File: config.mk
export PLATFORM = sky130hd
export DESIGN_NAME = issue_commit
export DESIGN_NICKNAME = d
export VERILOG_FILES = /design/src/verilog/isa_pkg.sv /design/src/verilog/core_pkg.sv /design/src/verilog/issue_commit.sv
export SDC_FILE = /design/constraint.sdc
export NUM_CORES = 1
export LEC_CHECK = 0
export BUFFER_PORTS_ARGS = -buffer_cell sky130_fd_sc_hd__buf_4
export CORE_AREA = 2 2 205 207
export CTS_BUF_LIST = sky130_fd_sc_hd__clkbuf_2 sky130_fd_sc_hd__clkbuf_4 sky130_fd_sc_hd__clkbuf_8
export DETAILED_ROUTE_END_ITERATION = 12
export DIE_AREA = 0 0 207 209
export GPL_TIMING_DRIVEN = 1
export MAX_ROUTING_LAYER = met4
export PLACE_DENSITY = 0.65
export SLEW_MARGIN = 20
export SYNTH_ARGS = -nofsm -noshare
export SYNTH_HDL_FRONTEND = slang
export SYNTH_SLANG_ARGS = --single-unit
File: constraint.sdc
create_clock -name clk -period 8.7 [get_ports clk]
set_input_delay 0.87 -clock clk [delete_from_list [all_inputs] [get_ports clk]]
set_output_delay 0.87 -clock clk [all_outputs]
set_load 0.05 [all_outputs]
File: src/verilog/isa_pkg.sv
package isa_pkg;

    // Instruction layout
    //   [31:28] opcode
    //   [27:23] rd
    //   [22:18] rj
    //   [17:13] rk, overlaps the immediate
    //   [15:0]  immediate
    localparam int OPC_W   = 4;
    localparam int OPC_MSB = 31;
    localparam int RD_LSB  = 23;
    localparam int RJ_LSB  = 18;
    localparam int RK_LSB  = 13;
    localparam int IMM_W   = 16;

    localparam int LUI_SHIFT  = 16;  // Upper half of the word
    localparam int JUMP_SHIFT = 2;   // Offset counts instructions

    typedef enum logic [OPC_W-1:0] {
        OP_NOP  = 4'h0,
        OP_ADDI = 4'h1,
        OP_ADD  = 4'h2,
        OP_LUI  = 4'h3,
        OP_JUMP = 4'h4
    } opcode_e;

    // All fields zero
    localparam logic [31:0] INSTR_NOP = 32'h0000_0000;

endpackage

File: src/verilog/core_pkg.sv
package core_pkg;

    localparam int XLEN        = 32;
    localparam int LINE_WIDTH  = 128;
    localparam int FETCH_WIDTH = 4;    // Slots per cache line
    localparam int ISSUE_WIDTH = 2;
    localparam int IB_DEPTH    = 8;
    localparam int NUM_REGS    = 32;

    // Derived sizes
    localparam int LINE_BYTES = LINE_WIDTH / 8;
    localparam int LINE_OFF_W = $clog2(LINE_BYTES);
    localparam int SLOT_IDX_W = $clog2(FETCH_WIDTH);
    localparam int IB_PTR_W   = $clog2(IB_DEPTH);

    localparam logic [XLEN-1:0] RESET_PC = 32'h0000_0000;

    typedef logic [XLEN-1:0]             word_t;
    typedef logic [$clog2(NUM_REGS)-1:0] reg_addr_t;

    // One instruction slot, fetch to buffer to issue
    typedef struct packed {
        logic  valid;
        word_t pc;
        word_t instr;
    } ib_entry_t;

    // Retired instruction, shaped like the debug write-back port
    typedef struct packed {
        logic      valid;
        word_t     pc;
        logic      wen;
        reg_addr_t waddr;
        word_t     wdata;
    } commit_t;

    typedef struct packed {
        logic  valid;
        word_t pc;       // Target of the taken jump
    } redirect_t;

endpackage
File: src/verilog/issue_commit.sv
`timescale 1ns/1ps

module issue_commit
    import core_pkg::*;
    import isa_pkg::*;
(
    input  logic                   clk,
    input  logic                   rst_n_i,

    input  ib_entry_t              ib_out_i [ISSUE_WIDTH],
    output logic [1:0]             ib_pop_o,

    output reg_addr_t              rf_raddr_o [2*ISSUE_WIDTH],
    input  word_t                  rf_rdata_i [2*ISSUE_WIDTH],
    output logic [ISSUE_WIDTH-1:0] rf_we_o,
    output reg_addr_t              rf_waddr_o [ISSUE_WIDTH],
    output word_t                  rf_wdata_o [ISSUE_WIDTH],

    output redirect_t              redirect_o,
    output commit_t                commit0_o,
    output commit_t                commit1_o
);

    opcode_e                opc      [ISSUE_WIDTH];
    reg_addr_t              rd       [ISSUE_WIDTH];
    reg_addr_t              rj       [ISSUE_WIDTH];
    reg_addr_t              rk       [ISSUE_WIDTH];
    word_t                  imm_sext [ISSUE_WIDTH];
    word_t                  result   [ISSUE_WIDTH];
    word_t                  target   [ISSUE_WIDTH];
    logic [ISSUE_WIDTH-1:0] uses_rj;
    logic [ISSUE_WIDTH-1:0] uses_rk;
    logic [ISSUE_WIDTH-1:0] is_jump;
    logic [ISSUE_WIDTH-1:0] wen;
    logic [ISSUE_WIDTH-1:0] issue;
    logic                   dep_raw;

    // Decode and execute both head entries
    always_comb begin
        for (int k = 0; k < ISSUE_WIDTH; k++) begin
            opc[k] = opcode_e'(ib_out_i[k].instr[OPC_MSB -: OPC_W]);
            rd[k]  = ib_out_i[k].instr[RD_LSB +: $bits(reg_addr_t)];
            rj[k]  = ib_out_i[k].instr[RJ_LSB +: $bits(reg_addr_t)];
            rk[k]  = ib_out_i[k].instr[RK_LSB +: $bits(reg_addr_t)];
            imm_sext[k] = {{(XLEN-IMM_W){ib_out_i[k].instr[IMM_W-1]}},
                           ib_out_i[k].instr[IMM_W-1:0]};

            rf_raddr_o[2*k]   = rj[k];
            rf_raddr_o[2*k+1] = rk[k];

            target[k]  = ib_out_i[k].pc + (imm_sext[k] << JUMP_SHIFT);
            result[k]  = '0;
            uses_rj[k] = 1'b0;
            uses_rk[k] = 1'b0;
            is_jump[k] = 1'b0;
            wen[k]     = 1'b0;

            case (opc[k])
                OP_ADDI: begin
                    result[k]  = rf_rdata_i[2*k] + imm_sext[k];
                    uses_rj[k] = 1'b1;
                    wen[k]     = 1'b1;
                end
                OP_ADD: begin
                    result[k]  = rf_rdata_i[2*k] + rf_rdata_i[2*k+1];
                    uses_rj[k] = 1'b1;
                    uses_rk[k] = 1'b1;
                    wen[k]     = 1'b1;
                end
                OP_LUI: begin
                    result[k] = word_t'(ib_out_i[k].instr[IMM_W-1:0]) << LUI_SHIFT;
                    wen[k]    = 1'b1;
                end
                OP_JUMP: is_jump[k] = 1'b1;
                default: ;  // No-op, unknown encodings too
            endcase

            if (rd[k] == '0)
                wen[k] = 1'b0;  // r0 stays zero
        end
    end

    always_comb begin
        // Second entry may not read what the first writes
        dep_raw = wen[0] && ((uses_rj[1] && rj[1] == rd[0]) ||
                             (uses_rk[1] && rk[1] == rd[0]));

        issue[0] = ib_out_i[0].valid && !redirect_o.valid;  // Hold off wrong path
        issue[1] = issue[0] && ib_out_i[1].valid && !is_jump[0] && !dep_raw;
        ib_pop_o = {1'b0, issue[0]} + {1'b0, issue[1]};

        for (int k = 0; k < ISSUE_WIDTH; k++) begin
            rf_we_o[k]    = issue[k] && wen[k];
            rf_waddr_o[k] = rd[k];
            rf_wdata_o[k] = result[k];
        end
    end

    always_ff @(posedge clk) begin
        if (!rst_n_i) begin
            commit0_o  <= '0;
            commit1_o  <= '0;
            redirect_o <= '0;
        end else begin
            commit0_o <= '{valid: issue[0], pc: ib_out_i[0].pc, wen: rf_we_o[0],
                           waddr: rd[0], wdata: result[0]};
            commit1_o <= '{valid: issue[1], pc: ib_out_i[1].pc, wen: rf_we_o[1],
                           waddr: rd[1], wdata: result[1]};

            redirect_o.valid <= (issue[0] && is_jump[0]) || (issue[1] && is_jump[1]);
            redirect_o.pc    <= (issue[1] && is_jump[1]) ? target[1] : target[0];
        end
    end

endmodule

**Yosys cells after proc, flatten, opt, wreduce, memory -nomap -nowiden**

Cells that the tools add are included.

- Flip-flop bits (word level): 175
- Output and inout port bits: 273
- Word-level logic and storage cells: 61

- Add/sub/neg operators: 7
- Eq/ne operators: 10
- Multiplexer cells: 11
- Reduce and logical (&&, ||, !) cells: 21

Operator list:

| cell | count |
|---|---|
| adder 32 bit | 6 |
| case mux 32 bit (3 select lines) | 2 |
| two-way mux 32 bit | 1 |
| equality test 4 x 2 -> 1 bit (second input constant) | 4 |
| logical AND 1 bit | 11 |
| equality test 5 bit | 2 |
| zero test 5 bit | 2 |
| equality test 4 x 1 -> 1 bit (second input constant) | 2 |
| equality test 4 x 3 -> 1 bit (second input constant) | 2 |
| two-way mux 1 bit | 8 |
| OR reduction 3 bit | 2 |
| zero test 1 bit | 3 |
| adder 1 x 1 -> 2 bit | 1 |
| logical OR 1 bit | 2 |
| OR reduction 2 bit | 1 |

**Logic depth before layout (Yosys ltp)**

- Depth after elaboration: 10
- Mapped depth: 17

**Least setup slack after synthesis**

No wires, ideal clock.

- Path type: input port to output port
- Start point: input port ib_out_i[96] in the netlist's numbering
- End point: output port rf_wdata_o[56] in the netlist's numbering
- Arrival: 5,212 ps
- Data required time: 7,830 ps
- Setup slack: 2,618 ps
- Stages: 15
- Buffers on the path: 1
- Path through: nor2_1 > nand2_1 > nor2_1 > clkbuf_1 > mux2_2 > ha_1 > nor2b_1 > o2111ai_2 > or3b_1 > and4_4 > o211a_4 > a221oi_1 > o21bai_1 > xnor2_1 > o21ai_0

RTL lines:

| what | line | text |
|---|---|---|
| start: declaration | issue_commit.sv:10 | `input ib_entry_t ib_out_i [ISSUE_WIDTH],` |
| end: declaration | issue_commit.sv:17 | `output word_t rf_wdata_o [ISSUE_WIDTH],` |

==> summary.log <==
INFO  status         run_status=finished clean
INFO  final_layout   area_occupied_by_multi_input_gates=8660um2
INFO  final_layout   fillerInstances=4,170
INFO  clock_tree     cts_setup_buffers=0
INFO  die            fp-row-count=75
INFO  drt            wire_per_inst=21.2um
INFO  sta            max-slew-margin-rel=33.3%
INFO  drt            drt_first_iter_violations=652
INFO  clock_tree     clk-insertion-delay-late=0.58ns
INFO  min_path       worstHoldPathType=in2reg
INFO  synth          yosys.area.top_type=sky130_fd_sc_hd__dfxtp_1
INFO  synth          synth_largest_type_area_fraction=27.6%
INFO  drt            dr_total_vias=13,200
INFO  global_route   grt_overflow_total=0
INFO  die            floorplan.initialDensity=30.8%
INFO  sta            max_freq=0.166GHz
INFO  worst_setup_path critPathCaptureType=output port
INFO  die            floorplan.io_pins=533
INFO  clock_tree     cts_resized=0
INFO  synth          synth-edff-count=0
INFO  sta            final_max_slew_viol_count=0
INFO  final_layout   layout_cell_share_with_drive_strength_beyond_1=30.8%
INFO  synth          synthFlopType=sky130_fd_sc_hd__dfxtp_1
INFO  synth          syn-instance-count=1,524
INFO  power          p_leak=8.38nW
INFO  sta            worst_clock_skew=0.0114ns
INFO  synth          postSynthNetCount=1,922
INFO  power          power.density_cell_area=156nW/um2
INFO  clock_tree     clock-root-buffer=sky130_fd_sc_hd__clkbuf_8
INFO  sta            final_period_minus_worst_setup_slack=6.03ns
INFO  drt            drt-pass1-iter-count=5
INFO  global_route   antenna_violations_before_repair=0
INFO  worst_setup_path critPathRequiredTime=7.83ns
INFO  power          pwr-share-seq=32.2%
INFO  drt            drtAntennaViolNets=0
INFO  clock_tree     cts_max_level=4
INFO  die            floorplan.die_area=43,300um2
INFO  synth          synth_cell_types=78
INFO  die            core_area=41,300um2
INFO  synth          synth_most_common_cell=sky130_fd_sc_hd__dfxtp_1
INFO  sta            worst_pin_slew=1.00ns
INFO  worst_setup_path worstSetupStartpointType=input pin
INFO  global_route   grt_start_max_net_pins=55
INFO  placed_design  place_congestion=0.920
INFO  synth          synthTopCellsByArea=sky130_fd_sc_hd__dfxtp_1, sky130_fd_sc_hd__ha_1, sky130_fd_sc_hd__xnor2_1
INFO  synth          netlist_top_cells_count=sky130_fd_sc_hd__dfxtp_1, sky130_fd_sc_hd__nand2_1, sky130_fd_sc_hd__ha_1, sky130_fd_sc_hd__a21oi_1, sky130_fd_sc_hd__nor2_1
INFO  power          share_clk_of_total_power=22.5%
INFO  clock_tree     tritoncts_num_sinks=175
INFO  final_layout   final_design_area_no_fill=17,300um2
INFO  power          comb_power_share=45.3%
INFO  synth          yosysWarnings=0
INFO  sta            rsz_0062_raised_after_global_routing=false
INFO  global_route   first_global_vias=13,200
INFO  worst_setup_path worst_ep_arrival_time=5.16ns
INFO  worst_setup_path largest_fanout_on_the_critical_path=25
INFO  clock_tree     ctsHoldBuffers=0
INFO  drt            remaining_drc_errors=0
INFO  synth          synth-seq-area-share=27.6%
INFO  power          netSwitchingPower=1.15mW
INFO  global_route   global_route_wire_length_before_repair=79,800um
INFO  synth          synth_async_sr_flop_share=0%
INFO  synth          synth_seq_cells=175
INFO  final_layout   insertedDiodeCount=0
INFO  clock_tree     clk_transition_reported_paths=0.10ns
INFO  die            horizontal_die_dimension=207um
INFO  worst_setup_path crit_buf_inv=3
INFO  drt            via_per_inst=5.18
INFO  power          design_power_total=2.69mW
INFO  final_layout   area.growth.synth_to_final=36.2%
INFO  worst_setup_path critPathSlowestCell=sky130_fd_sc_hd__nor4b_4
INFO  power          cellInternalPower=1.54mW
INFO  worst_setup_path worst-setup-path-type=in2out
INFO  power          ir_worst_vdd=0.000135V
INFO  placed_design  placed_cell_area=16,900um2
INFO  worst_setup_path timing.critical_path.max_delay_family=simple AND/OR/NAND/NOR gates
INFO  sta            setup_viol=0
INFO  global_route   grt_util_all_layers=25.1%
INFO  worst_setup_path critical_path.cell_chain=buf_4 > nor4b_4 > buf_4 > nand2b_1 > nand2_1 > ha_1 > and2_1 > a21oi_1 > o21ai_0 > a211oi_1 > a2bb2oi_2 > o21ai_0 > a31oi_1 > xnor2_1 > a22o_1 > buf_4
INFO  synth          mappedNetlistArea=12,700um2
INFO  sta            worst_hold_slack=0.509ns
INFO  synth          post_synth.cell_area_avg=8.34um2
INFO  run            drv_cap=0
INFO  final_layout   nets=2,384
INFO  clock_tree     max-clock-path-buffers=2
INFO  sta            timing.final.crit_share=69.3%
INFO  sta            timing_hold_violations_final=0
INFO  power          power_switching_share=42.6%
INFO  placed_design  hpwl=43,600um
INFO  worst_setup_path critical-path-top-cell-by-count=sky130_fd_sc_hd__buf_4
INFO  drt            totalWireLength=53,700um
INFO  worst_setup_path delay_of_the_slowest_cell_on_the_worst_path=0.62ns
INFO  placed_design  io_buffers=518
INFO  die            die-height=209um
INFO  sta            timing.setup.tns=0ns
INFO  final_layout   sequential_cell_area=3500um2
INFO  clock_tree     cts_tree=yes
INFO  clock_tree     cts_made_buffers=17
==> cell type report <==
type,instances,area share (%)
repair buffers,526,22.8
well taps,539,3.90
inverters,33,0.716
multi-input cells,1233,50.0
flip-flops and latches,175,20.2
clock buffers,18,1.43
clock inverters,14,0.846
==> flip-flops by register name, summed over array words and instances (netlist names) <==
register	cells
redirect_o	33
commit0_o	71
commit1_o	71
==> per-stage QoR <==
step | utilization (%) | instances | worst slack (ns)
CTS | 41.9 | 2538 | 2.72
global placement | 40.9 | 2506 | 2.76
global route | 41.9 | 2538 | 2.39
finish | 41.9 | 2538 | 2.67
detailed placement | 40.9 | 2506 | 2.75
floorplan | - | 1524 | 2.62
==> per-layer routing <==
layer / GRT usage, % / routed length, um / part of all wire (%) / vias to the layer above
li1: - / - / - / 6338
met1: 28.8 / 22300 / 41 / 6217
met2: 42.5 / 26500 / 49 / 513
met3: 5.94 / 3320 / 6.2 / 91
met4: 9.09 / 1630 / 3.0 / 0
met5: - / 0 / 0 / -
==> placed cells by master (no fill, tap or decap), types with 23 or more instances in the layout <==
cell type                 netlist  final
sky130_fd_sc_hd__nand3_1       23     23
sky130_fd_sc_hd__mux2_2        28     28
sky130_fd_sc_hd__nand2_1      161    161
sky130_fd_sc_hd__o21ai_0       67     67
sky130_fd_sc_hd__and2_1        99     98
sky130_fd_sc_hd__a22o_1        50     50
sky130_fd_sc_hd__a21o_1        53     53
sky130_fd_sc_hd__xor2_1        47     47
sky130_fd_sc_hd__nor2_1       109    106
sky130_fd_sc_hd__a21oi_1      109    109
sky130_fd_sc_hd__dfxtp_1      175    175
sky130_fd_sc_hd__xnor2_1       76     76
sky130_fd_sc_hd__buf_4         30    526
sky130_fd_sc_hd__and3_1        32     32
sky130_fd_sc_hd__inv_1         32     32
sky130_fd_sc_hd__ha_1         134    134
==> power by group through the flow <==
stage / sequential (mW) / combinational (mW) / clock [mW]
after global routing: 0.872 / 1.31 / 0.653
after global placement: 0.884 / 1.21 / 0
after detailed placement: 0.885 / 1.21 / 0
after CTS: 0.867 / 1.22 / 0.632
after floorplan: 1.06 / 0.639 / 0
final: 0.867 / 1.22 / 0.606
==> final timing paths <==
path                   from  cells past startpoint  slack [ns]        endpoint
max            ib_out_i[28]                     16        2.67  rf_wdata_o[30]
min           ib_out_i[121]                      2        0.51   commit0_o[62]
max reg2reg  redirect_o[32]                      8        5.92  redirect_o[29]
min reg2reg  redirect_o[32]                      3        0.80   commit0_o[70]
==> kinds of logic (layout without fill, tap and decap cells) <==
family,Yosys count,after routing,share of synthesized area (%)
xor gates and xnor gates,124,124,8.60
buffers and inverters,116,591,4.36
DFF,175,175,27.6
adders and majority gates,138,138,13.8
muxes,34,34,2.95
and+or+nand+nor,519,519,20.2
AOI/OAI and AO/OA,418,418,22.5
(Power assumes the default switching activity.)
