[config.mk]
export PLATFORM = sky130hd
export DESIGN_NAME = fetch_unit
export DESIGN_NICKNAME = d
export VERILOG_FILES = /design/src/verilog/core_pkg.sv /design/src/verilog/fetch_unit.sv
export SDC_FILE = /design/constraint.sdc
export NUM_CORES = 1
export LEC_CHECK = 0
export BUFFER_PORTS_ARGS = -buffer_cell sky130_fd_sc_hd__buf_2
export CAP_MARGIN = 0
export CORE_AREA = 2 2 178 180
export CTS_BUF_LIST = sky130_fd_sc_hd__clkbuf_8 sky130_fd_sc_hd__clkbuf_16
export DETAILED_ROUTE_END_ITERATION = 16
export DIE_AREA = 0 0 180 182
export PLACE_DENSITY_LB_ADDON = 0.3
export SKIP_CTS_REPAIR_TIMING = 1
export SYNTH_ARGS = -nofsm -noshare
export SYNTH_HDL_FRONTEND = slang
export SYNTH_SLANG_ARGS = --single-unit
[constraint.sdc]
create_clock -name clk -period 10.5 [get_ports clk]
set_input_delay 0.525 -clock clk [delete_from_list [all_inputs] [get_ports clk]]
set_output_delay 0.525 -clock clk [all_outputs]
set_load 0.1 [all_outputs]
[src/verilog/core_pkg.sv]
package core_pkg;

    localparam int XLEN        = 32;
    localparam int LINE_WIDTH  = 128;
    localparam int FETCH_WIDTH = 4;    // Slots per cache line
    localparam int ISSUE_WIDTH = 2;
    localparam int IB_DEPTH    = 8;
    localparam int NUM_REGS    = 32;

    // Derived sizes
    localparam int LINE_BYTES = LINE_WIDTH / 8;
    localparam int LINE_OFF_W = $clog2(LINE_BYTES);
    localparam int SLOT_IDX_W = $clog2(FETCH_WIDTH);
    localparam int IB_PTR_W   = $clog2(IB_DEPTH);

    localparam logic [XLEN-1:0] RESET_PC = 32'h0000_0000;

    typedef logic [XLEN-1:0]             word_t;
    typedef logic [$clog2(NUM_REGS)-1:0] reg_addr_t;

    // One instruction slot, fetch to buffer to issue
    typedef struct packed {
        logic  valid;
        word_t pc;
        word_t instr;
    } ib_entry_t;

    // Retired instruction, shaped like the debug write-back port
    typedef struct packed {
        logic      valid;
        word_t     pc;
        logic      wen;
        reg_addr_t waddr;
        word_t     wdata;
    } commit_t;

    typedef struct packed {
        logic  valid;
        word_t pc;       // Target of the taken jump
    } redirect_t;

endpackage
[src/verilog/fetch_unit.sv]
`timescale 1ns/1ps

module fetch_unit import core_pkg::*; (
    input  logic                  clk,
    input  logic                  rst_n_i,

    output logic                  mem_req_o,
    output word_t                 mem_addr_o,
    input  logic                  mem_ack_i,
    input  logic [LINE_WIDTH-1:0] mem_data_i,

    input  logic                  ib_space_i,
    input  redirect_t             redirect_i,
    output ib_entry_t             fetch_slots_o [FETCH_WIDTH]
);

    typedef enum logic [1:0] {
        IDLE,
        REQ,
        WAIT_ACK_LOW,
        HOLD
    } fetch_state_e;

    fetch_state_e          state_q;
    word_t                 fetch_pc_q;   // Exact PC that may point mid-line
    word_t                 line_addr_q;  // Aligned address of the open request
    logic [LINE_WIDTH-1:0] line_q;
    logic                  discard_q;    // Redirect seen during a handshake
    logic                  line_taken;

    assign mem_req_o  = (state_q == REQ);
    assign mem_addr_o = line_addr_q;

    // Buffer takes the whole line in this cycle
    assign line_taken = (state_q == HOLD) && ib_space_i && !redirect_i.valid;

    always_comb begin
        for (int i = 0; i < FETCH_WIDTH; i++) begin
            fetch_slots_o[i].pc    = line_addr_q + word_t'(i * (XLEN / 8));
            fetch_slots_o[i].instr = line_q[i*XLEN +: XLEN];
            // Slots before a jump target are dropped
            fetch_slots_o[i].valid = line_taken &&
                                     (i >= int'(fetch_pc_q[2 +: SLOT_IDX_W]));
        end
    end

    always_ff @(posedge clk) begin
        if (!rst_n_i) begin
            state_q     <= IDLE;
            fetch_pc_q  <= RESET_PC;
            line_addr_q <= RESET_PC;
            discard_q   <= 1'b0;
        end else begin
            if (redirect_i.valid)
                fetch_pc_q <= redirect_i.pc;

            case (state_q)
                IDLE: begin
                    if (!redirect_i.valid && !mem_ack_i) begin
                        line_addr_q <= {fetch_pc_q[XLEN-1:LINE_OFF_W], {LINE_OFF_W{1'b0}}};
                        state_q     <= REQ;
                    end
                end
                REQ: begin
                    if (redirect_i.valid)
                        discard_q <= 1'b1;
                    if (mem_ack_i)
                        state_q <= WAIT_ACK_LOW;  // Data captured below
                end
                WAIT_ACK_LOW: begin
                    if (!mem_ack_i) begin
                        discard_q <= 1'b0;
                        state_q   <= (discard_q || redirect_i.valid) ? IDLE : HOLD;
                    end else if (redirect_i.valid) begin
                        discard_q <= 1'b1;
                    end
                end
                HOLD: begin
                    if (redirect_i.valid) begin
                        state_q <= IDLE;
                    end else if (ib_space_i) begin
                        // Straight on to the next sequential line
                        line_addr_q <= line_addr_q + word_t'(LINE_BYTES);
                        fetch_pc_q  <= line_addr_q + word_t'(LINE_BYTES);
                        state_q     <= REQ;
                    end
                end
                default: state_q <= IDLE;
            endcase
        end
    end

    always_ff @(posedge clk) begin
        if (state_q == REQ && mem_ack_i)
            line_q <= mem_data_i;
    end

    // A new request waits until the previous ack has dropped
    a_req_after_ack_low: assert property (@(posedge clk) disable iff (!rst_n_i)
        $rose(mem_req_o) |-> !$past(mem_ack_i));

endmodule

# Word-level counts from Yosys, hierarchy flattened
# Index checks and enable logic that the tools add are counted.
dict set report op_classes {
  n_shift 0
  n_div 0
  n_reduce_logical 15
  mux 18
  eq_ne 9
  add_sub_neg 4
  mul 0
  bitwise_logic 0
  order_cmp 3
}
# operator count
set ops {}
lappend ops {{32-bit two-way mux} 7}
lappend ops {{32-bit by 4-bit adder with 32-bit output (second input constant)} 2}
lappend ops {{32-bit one-hot mux with 2 select lines} 1}
lappend ops {{32-bit by 3-bit adder with 32-bit output (second input constant)} 1}
lappend ops {{32-bit by 5-bit adder with 32-bit output (second input constant)} 1}
lappend ops {{2-bit two-way mux} 6}
lappend ops {{2-bit != test (second input constant)} 4}
lappend ops {{2-bit one-hot mux with 4 select lines} 1}
lappend ops {{4-bit AND reduction} 2}
lappend ops {{1-bit logical AND} 7}
lappend ops {{2-bit equality test (second input constant)} 2}
lappend ops {{1-bit by 2-bit >= comparator with 1-bit output (first input constant)} 2}
lappend ops {{2-bit nonzero test} 2}
lappend ops {{3-bit != test (second input constant)} 1}
lappend ops {{2-bit by 1-bit equality test with 1-bit output (second input constant)} 1}
lappend ops {{2-bit >= comparator (first input constant)} 1}
lappend ops {{1-bit logical NOT} 2}
lappend ops {{2-bit logical NOT} 1}
lappend ops {{1-bit two-way mux} 2}
lappend ops {{2-bit by 1-bit != test with 1-bit output (second input constant)} 1}
lappend ops {{1-bit one-hot mux with 2 select lines} 1}
lappend ops {{1-bit logical OR} 1}
dict set report totals {
  word_cells 54
  in_bits 165
  memories 0
  mem_bits_rw 0
  mem_bits_ro 0
  regBits 195
  latch_bits 0
}

# Logic depth before layout (Yosys ltp)
# Gate-level depths: netlist (run 1).
dict set report depth {
  ltp_word 4
  depth_mapped 9
  ltp_nobuf 7
}

# Worst setup path before layout (run 1)
# OpenSTA, ideal clock, no wires.
dict set report synth_path {
  path_kind {flip-flop to flip-flop}
  from {register state_q[1]}
  to {register line_q[0] (enable)}
  arrival_time_ns 4.287
  synth_period_minus_slack_ns 4.789
  setup_slack_ns 5.711
  t_required_ns 9.999
  path_stages_with_launch 4
  path_buffers 0
  cell_sequence {dfxtp_1 -> inv_1 -> ha_1 -> and2_1}
}
dict set report synth_via {
  elab_chain_len 2
}
# element line
set synth_rtl {}
lappend synth_rtl {{start, declared} fetch_unit.sv:24} ;# fetch_state_e state_q;
lappend synth_rtl {{start signal, assigned} fetch_unit.sv:73} ;# state_q <= (discard_q || redirect_i.valid) ? IDLE : HOLD;
lappend synth_rtl {{2-bit by 1-bit equality test with 1-bit output} -}
lappend synth_rtl {{named net mem_req_o} fetch_unit.sv:7} ;# output logic mem_req_o,
lappend synth_rtl {{1-bit logical AND} fetch_unit.sv:94} ;# if (state_q == REQ && mem_ack_i)
lappend synth_rtl {{end signal, assigned} fetch_unit.sv:95} ;# line_q <= mem_data_i;
lappend synth_rtl {{end, declared} fetch_unit.sv:27} ;# logic [LINE_WIDTH-1:0] line_q;
# The timed path passes the listed nets, and every way through them passes these cells.
# A chain may end at the register's enable or synchronous reset.

==> reports/metrics.cfg, run 1 <==
[outcome]
outcome=finished clean

[global_routing]
grt_usage_pct=16.1
grt_use_met2_pct=28.7
grt_max_degree=70
globalRouteMet1Util_pct=19.2
antenna_found_initial=2
grt_pass1_vias=6094
busiest_layer=met2
grt_pass1_wl_microns=39500
grt_overflow_total=0
use_met3_pct=4.47

[synthesis]
synth_edf_count=128
syn_inst=723
ys_seq_area_share_pct=59.4
avgSynthCellArea_sq_um=11.8
ys_warn_count=0
ys_dominant_reg_cell=edfxtp_1
syn_area_sq_mm=0.00852
synth_cell_types=67
synthArstFlopShare_pct=0
synth_seq_cells=189

[placed_design]
dp.cells=1401
place.gp.congestion=0.825
post_dp_cell_area_sq_mm=0.0102
portBuffers=435
dp_hpwl_microns=20000

[cts]
worstSkewPairLatency_ps=440
clk_pin_slew_worst_paths_ps=80
numCtsBuffers=17
h-tree-depth=4
cts_buffer_depth=2
cts_tree=built
root_buffer=clkbuf_16
cts_sinks=189

[finish]
final_common_cell=buf_2
layout-drive-gt1-share_pct=48.4
fillers=3179
multiInputGateArea_sq_mm=0.00233
layout-area-overhead-vs-synth_pct=26.2
nets=1188
regArea_sq_mm=0.00506
final_cell_mix=435 x buf_2, 128 x edfxtp_1, 61 x dfxtp_1
final_cells=1434
fin_area_sq_mm=0.0108

[detailed_routing]
wl_per_cell_microns=19.0
drt_iter0_markers=365
viasPerCell=4.52
ant_nets=0
vias=6487
dr.pass1.iters=5
wl_microns=27300
drc=0

[floorplan]
start_util_pct=27.5
die_area_sq_mm=0.0328
die_w_microns=180
design.core.area_sq_mm=0.0310
std_cell_rows=65
die_y_microns=182
io_pins=458

[critical_path]
r2r_cells=7
reg2reg_to=mem_addr_o[21]
cp_max_fo=42
cp.arrival_ps=3430
criticalPathCategory=flop to primary output
crit_required_ps=9980
cp-end-kind=primary output
worstReg2RegStart=state_q[1]
r2r_slack_ps=7000
startpoint_type=flop

[power_and_ir_drop]
power_switching_mw=1.61
pwr-share-comb_pct=45.7
swShare_pct=53.4
max-vdd-ir-drop_uv=129
p_per_area_mw_per_mm2=281
p_int_mw=1.41
p_clk_share_pct=21.6
p_leak_nw=4.73
share_seq_of_total_power_pct=32.7

[timing]
max_freq_mhz=253
hold_viol=0
period_share_pct=37.7
setup_violations=0
fin_tns_setup_ps=0
report.final.slew_viol_count=0
relSlewSlack_pct=23.9
fin_crit_ps=3960
rsz0062_at_grt=no
fin_worst_skew_ps=14.0
tightest_slew_ps=1140

[hold_path]
hold_path_end=line_q[117]
worst_hold_path_type=primary input to flop
hp-start=mem_data_i[117]
holdPathStages=1

[run]
maxCapViolCount=0

-- cells in the mapped netlist (all sizes together), types with 3 or more instances --
master	number	area share, %
mux2	6	0.79
buf	96	8.5
nor3	19	1.8
a31oi	5	0.37
and3	4	0.29
o211ai	3	0.26
o31a	4	0.41
and2	3	0.22
nor4	7	0.87
a22oi	5	0.44
xor2	12	1.2
o221ai	21	2.2
ha	5	0.73
a21oi	52	3.1
dfxtp	61	14
a21o	7	0.62
nand2	40	1.8
or3	6	0.50
edfxtp	128	45
nand4	13	1.4
o21ai	20	1.2
nor2b	9	0.66
inv	13	0.57
and4	3	0.34
clkbuf	83	4.7
nor2	22	0.97
a211oi	7	0.62
mux2i	6	0.70
nand3	19	1.2
xnor2	14	1.4
-- registers in the layout (all words and copies together) (netlist names) --
register    flops
fetch_pc_q     30
mem_addr_o     28
line_q        128
state_q         2
discard_q       1
-- layout make-up --
class                      instances  area share [%]
clock inverter                    15            1.59
antenna                            1          0.0233
sequential                       189            47.1
inverter                          14           0.488
clock buffer                      17            3.95
timing repair buffer             440            20.6
tap                              402            4.67
multi-input combinational        356            21.6
-- through the flow --
stage | worst slack (ps) | hold WS, ps | power, mW | utilization, %
after floorplan | 5710 | 442 | 2.24 | -
after global placement | 6670 | 459 | 2.38 | 32.8
after detailed placement | 6670 | 462 | 2.39 | 32.8
after CTS | 6500 | 230 | 3.05 | 34.7
after global routing | 6300 | 228 | 3.13 | 34.7
final | 6540 | 255 | 3.02 | 34.7
-- worst max-delay path, cell delays in order, from the launching register on --
cell,delay [ps]
dfxtp_1,420
ha_1,170
buf_4,430
nand3_1,660
inv_2,740
buf_2,550
-- layer usage --
layer,share of wire (%),vias to the layer above
met5,0,-
met4,1.2,0
met3,8.8,19
met2,52,337
met1,38,3072
li1,-,3059
-- power groups by stage --
stage | Sequential [mW] | Combinational [mW] | Clock (mW)
floorplan | 1.61 | 0.632 | 0
global placement | 1.00 | 1.38 | 0
detailed placement | 1.01 | 1.38 | 0
CTS | 0.989 | 1.38 | 0.675
global route | 1.00 | 1.42 | 0.706
finish | 0.987 | 1.38 | 0.653
-- cell families (layout without fill, tap and decap cells) --
group | Yosys count | after routing | synth area share (%)
xor+xnor | 26 | 26 | 2.67
mux | 12 | 12 | 1.50
buf+inv | 196 | 486 | 14.1
compound gates | 141 | 141 | 10.8
other cells | 2 | 21 | 0.0881
simple gates | 152 | 152 | 10.6
fa+ha+maj | 5 | 5 | 0.734
flops | 189 | 189 | 59.4
-- worst max-delay path by stage --
stage / depth (start not counted) / from / to / slack, ps
finish: 5 / state_q[1] / fetch_slots_o[64] / 6540
global route: 5 / state_q[1] / fetch_slots_o[64] / 6300
CTS: 5 / state_q[1] / fetch_slots_o[64] / 6500
detailed placement: 5 / redirect_i[32] / fetch_slots_o[64] / 6670
global placement: 5 / redirect_i[32] / fetch_slots_o[64] / 6670
floorplan: 3 / state_q[1] / line_q[0] / 5710
(Power assumes the default switching activity.)
==> run 2, diff against run 1 <==
clock period = 3.95 ns   (was 10.5 ns; I/O delays follow)
==> reports/metrics.cfg, run 2 (same netlist as run 1, synthesis figures left out) <==
[outcome]
outcome=finished clean

[global_routing]
antenna_found_initial=2
grt_usage_pct=16.2
grt_overflow_total=0
grt_pass1_wl_microns=39600
grt_pass1_vias=6069
grt_max_degree=74

[finish]
layout-drive-gt1-share_pct=43.3
layout-area-overhead-vs-synth_pct=42.0
nets=1322
largest_register=line_q
final_common_cell=buf_2
final_cell_mix=435 x buf_2, 128 x dlygate4sd3_1, 128 x edfxtp_1
largest_reg_flops=128

[cts]
cts_sinks=189
h-tree-depth=4
clk_pin_slew_worst_paths_ps=90
worstSkewPairLatency_ps=430
cts_buffer_depth=2
cts_tree=built
numCtsBuffers=17
root_buffer=clkbuf_16

[power_and_ir_drop]
swShare_pct=53.0
p_leak_nw=5.30
p_clk_share_pct=21.3
pwr-share-comb_pct=46.5
share_seq_of_total_power_pct=32.1
p_per_area_mw_per_mm2=675
power_switching_mw=4.33
max-vdd-ir-drop_uv=279
p_int_mw=3.84

[detailed_routing]
drt_iter0_markers=476
vias=7033
dr.pass1.iters=5
drc=0
wl_per_cell_microns=18.0
ant_nets=0
wl_microns=28300
viasPerCell=4.48

[timing]
fin_ws_ps=1430
report.final.slew_viol_count=0
max_freq_mhz=397
rsz0062_at_grt=no
fin_tns_setup_ps=0
fin_worst_skew_ps=17.1
setup_violations=0
tightest_slew_ps=992
relSlewSlack_pct=33.9
period_share_pct=63.7
hold_viol=0
fin_crit_ps=2520

[critical_path]
reg2reg_to=mem_addr_o[30]
r2r_cells=6
cp_max_fo=11
criticalPathCategory=flop to flop
crit_start=mem_addr_o[4]
r2r_slack_ps=1430
cp.arrival_ps=2850
worstReg2RegStart=mem_addr_o[4]
startpoint_type=flop
cp-end-kind=flop
crit_required_ps=4280

[floorplan]
design.core.area_sq_mm=0.0310
die_w_microns=180
std_cell_rows=65
io_pins=458
start_util_pct=27.5
die_area_sq_mm=0.0328
die_y_microns=182

[hold_path]
hp-start=redirect_i[2]
holdPathStages=3
worst_hold_path_type=primary input to flop
hold_path_end=fetch_pc_q[2]

[run]
maxCapViolCount=0

[placed_design]
place.gp.congestion=0.791
dp_hpwl_microns=20500
dp_slack_ps=1440
portBuffers=435

[run 2: changes by cell type in the layout (fill, tap and decap cells not counted)]
cell,before,now
dlygate4sd3_1,0,128
buf_4,5,10
buf_12,0,1
nor2_1,21,22
clkinv_8,5,4
inv_12,0,1
diode_2,1,2
nor2_2,1,0
[run 2: per-layer routing]
layer	track usage, %	vias to the layer above	part of all wire, %
li1	-	3322	-
met1	19.1	3321	39
met2	28.4	372	51
met3	5.09	18	8.9
met4	4.52	0	1.2
met5	0	-	0
[run 2: worst max-delay path by stage]
stage,endpoint,slack [ps],depth (start not counted)
after CTS,mem_addr_o[30],1420,6
after detailed placement,mem_addr_o[30],1440,6
after global routing,mem_addr_o[30],1230,6
after floorplan,line_q[0],540,3
after global placement,mem_addr_o[30],1490,6
final,mem_addr_o[30],1430,6
[run 2: area by class of cell]
type,count,area [sq um]
clock buffers,17,425
multi-input cells,356,2320
fillers,3011,18900
flip-flops and latches,189,5060
clock inverters,15,171
diodes,2,5.00
repair buffers,574,3550
inverters,14,52.6
well taps,402,503
[run 2: per-stage QoR]
stage / instances / total power [mW] / instance area, sq um / utilization (%) / hold WS, ps
3_3_place_gp: 1407 / 6.36 / 10200 / 33.0 / 374
2_1_floorplan: 741 / 5.93 / 8590 / - / 296
5_1_grt: 1567 / 8.44 / 12100 / 39.0 / 20.2
4_1_cts: 1439 / 8.13 / 10800 / 34.9 / -93.0
6_report: 1569 / 8.16 / 12100 / 39.0 / 36.0
3_5_place_dp: 1407 / 6.37 / 10200 / 33.0 / 376
[run 2: power by group through the flow]
stage	registers [mW]	logic, mW	clock network [mW]
2_1_floorplan	4.25	1.68	0
3_3_place_gp	2.66	3.70	0
3_5_place_dp	2.67	3.70	0
4_1_cts	2.63	3.70	1.80
5_1_grt	2.66	3.92	1.87
6_report	2.62	3.80	1.74
[run 2: critical path, stage by stage (launching register included)]
cell and delay, ps:
dfxtp_1 670, ha_1 430, nand4_1 190, nor4_4 380, nand4_1 230, and3_1 240, o31a_1 270
==> run 3, diff against run 2 <==
clock period = 2.6 ns   (was 3.95 ns; I/O delays follow)
==> reports/metrics.cfg, run 3 (same netlist as run 1, synthesis figures left out) <==
[floorplan]
die_w_microns=180
die_area_sq_mm=0.0328
start_util_pct=27.5
design.core.area_sq_mm=0.0310
io_pins=458
std_cell_rows=65
die_y_microns=182

[timing]
max_freq_mhz=445
hold_viol=0
period_share_pct=86.5
setup_violations=0
fin_tns_setup_ps=0
rsz0062_at_grt=no
fin_worst_skew_ps=20.3
relSlewSlack_pct=62.7
tightest_slew_ps=559
report.final.slew_viol_count=0
fin_crit_ps=2250

[cts]
cts_tree=built
clk_pin_slew_worst_paths_ps=90
root_buffer=clkbuf_16
h-tree-depth=4
worstSkewPairLatency_ps=440
numCtsBuffers=17
cts_sinks=189
cts_buffer_depth=2

[finish]
fin_area_sq_mm=0.0124
regArea_sq_mm=0.00508
layout-area-overhead-vs-synth_pct=45.1
layout-drive-gt1-share_pct=45.5
final_cell_mix=431 x buf_2, 130 x dlygate4sd3_1, 128 x edfxtp_1
fillers=3044
largest_register=line_q
nets=1343
final_common_cell=buf_2
largest_reg_flops=128
multiInputGateArea_sq_mm=0.00233

[critical_path]
crit_start=mem_addr_o[21]
crit_required_ps=2950
startpoint_type=flop
slowest_delay_ps=680
cp_num_buf_inv=0
reg2reg_to=mem_addr_o[27]
cp.arrival_ps=2600
cp_max_fo=12
crit_end=mem_addr_o[27]
worstPathCellList=nand4_4 > or4_1 > nor3_4 > mux2_1 > o311ai_1
r2r_slack_ps=350
crit_cells=5
criticalPathCategory=flop to flop
cp-end-kind=flop
critical-path-top-delay-family=simple AND/OR/NAND/NOR gates
worstReg2RegStart=mem_addr_o[21]
r2r_cells=5
crit_path_top_delay_cell=or4_1

[detailed_routing]
drt_iter0_markers=369
ant_nets=0
viasPerCell=4.47
wl_per_cell_microns=18.1
drc=0
dr.pass1.iters=4
vias=7121
wl_microns=28800

[power_and_ir_drop]
share_seq_of_total_power_pct=31.6
p_clk_share_pct=21.3
swShare_pct=52.9
pwr-share-comb_pct=47.1
p_int_mw=5.90
p_per_area_mw_per_mm2=1010
power_switching_mw=6.62
p_leak_nw=5.42
finalPower_mw=12.5
max-vdd-ir-drop_uv=499

[placed_design]
portBuffers=435
post_dp_cell_area_sq_mm=0.0105
place.gp.congestion=0.794
dp_hpwl_microns=20900

[run]
maxCapViolCount=0

[hold_path]
holdPathStages=3
worst_hold_path_type=primary input to flop

[global_routing]
antenna_found_initial=8
grt_overflow_total=0
grt_max_degree=60
grt_pass1_wl_microns=39900
grt_usage_pct=16.4
grt_pass1_vias=6209

[outcome]
outcome=finished clean

==> run 3: cell count changes in the layout (fill, tap and decap cells not counted), sizes merged <==
| cell | before | now |
|---|---|---|
| clkinv | 8 | 7 |
| dlygate4sd3 | 128 | 130 |
| buf | 446 | 465 |
| inv | 21 | 22 |
| diode | 2 | 5 |
==> run 3: cell type report <==
class,count,share of cell area [%]
clock inverters,15,1.35
diodes,5,0.101
clock buffers,17,3.44
flip-flops and latches,189,41.1
multi-input cells,356,18.9
repair buffers,595,30.6
well taps,402,4.07
inverters,14,0.425
==> run 3: how the worst min path moves through the flow <==
stage                               start            end  slack [ps]
after global routing        redirect_i[6]  fetch_pc_q[6]           6
after CTS                  mem_data_i[98]     line_q[98]        -170
after detailed placement  mem_data_i[123]    line_q[123]         310
after floorplan             mem_data_i[0]      line_q[0]         230
final                       redirect_i[6]  fetch_pc_q[6]           4
after global placement    mem_data_i[111]    line_q[111]         310
==> run 3: per-layer routing <==
metal	vias to the layer above	track usage [%]	wire length, microns
li1	3374	-	-
met1	3412	18.7	11200
met3	26	5.13	2150
met2	303	29.4	15100
met5	-	0	44
met4	6	4.72	339
==> run 3: worst register-to-register path, delay by kind of cell, from the launching register on <==
family	cells	cell delay, ps
and+or+nand+nor	3	1160
AOI/OAI and AO/OA	1	70
DFF	1	610
muxes	1	340
==> run 3: through the flow <==
stage	hold slack (ps)	setup slack [ps]	instances	util (%)
after CTS	-166	338	1458	35.7
after global routing	5.79	222	1591	39.9
after detailed placement	308	361	1426	33.8
after floorplan	229	15.9	741	-
after global placement	308	414	1426	33.8
final	3.51	351	1593	39.9
==> run 3: power groups by stage <==
stage / registers (mW) / clock network, mW / logic (mW)
2_1_floorplan: 6.46 / 0 / 2.56
3_3_place_gp: 4.01 / 0 / 5.73
3_5_place_dp: 4.03 / 0 / 5.74
4_1_cts: 3.96 / 2.74 / 5.74
5_1_grt: 4.01 / 2.85 / 6.08
6_report: 3.95 / 2.66 / 5.90
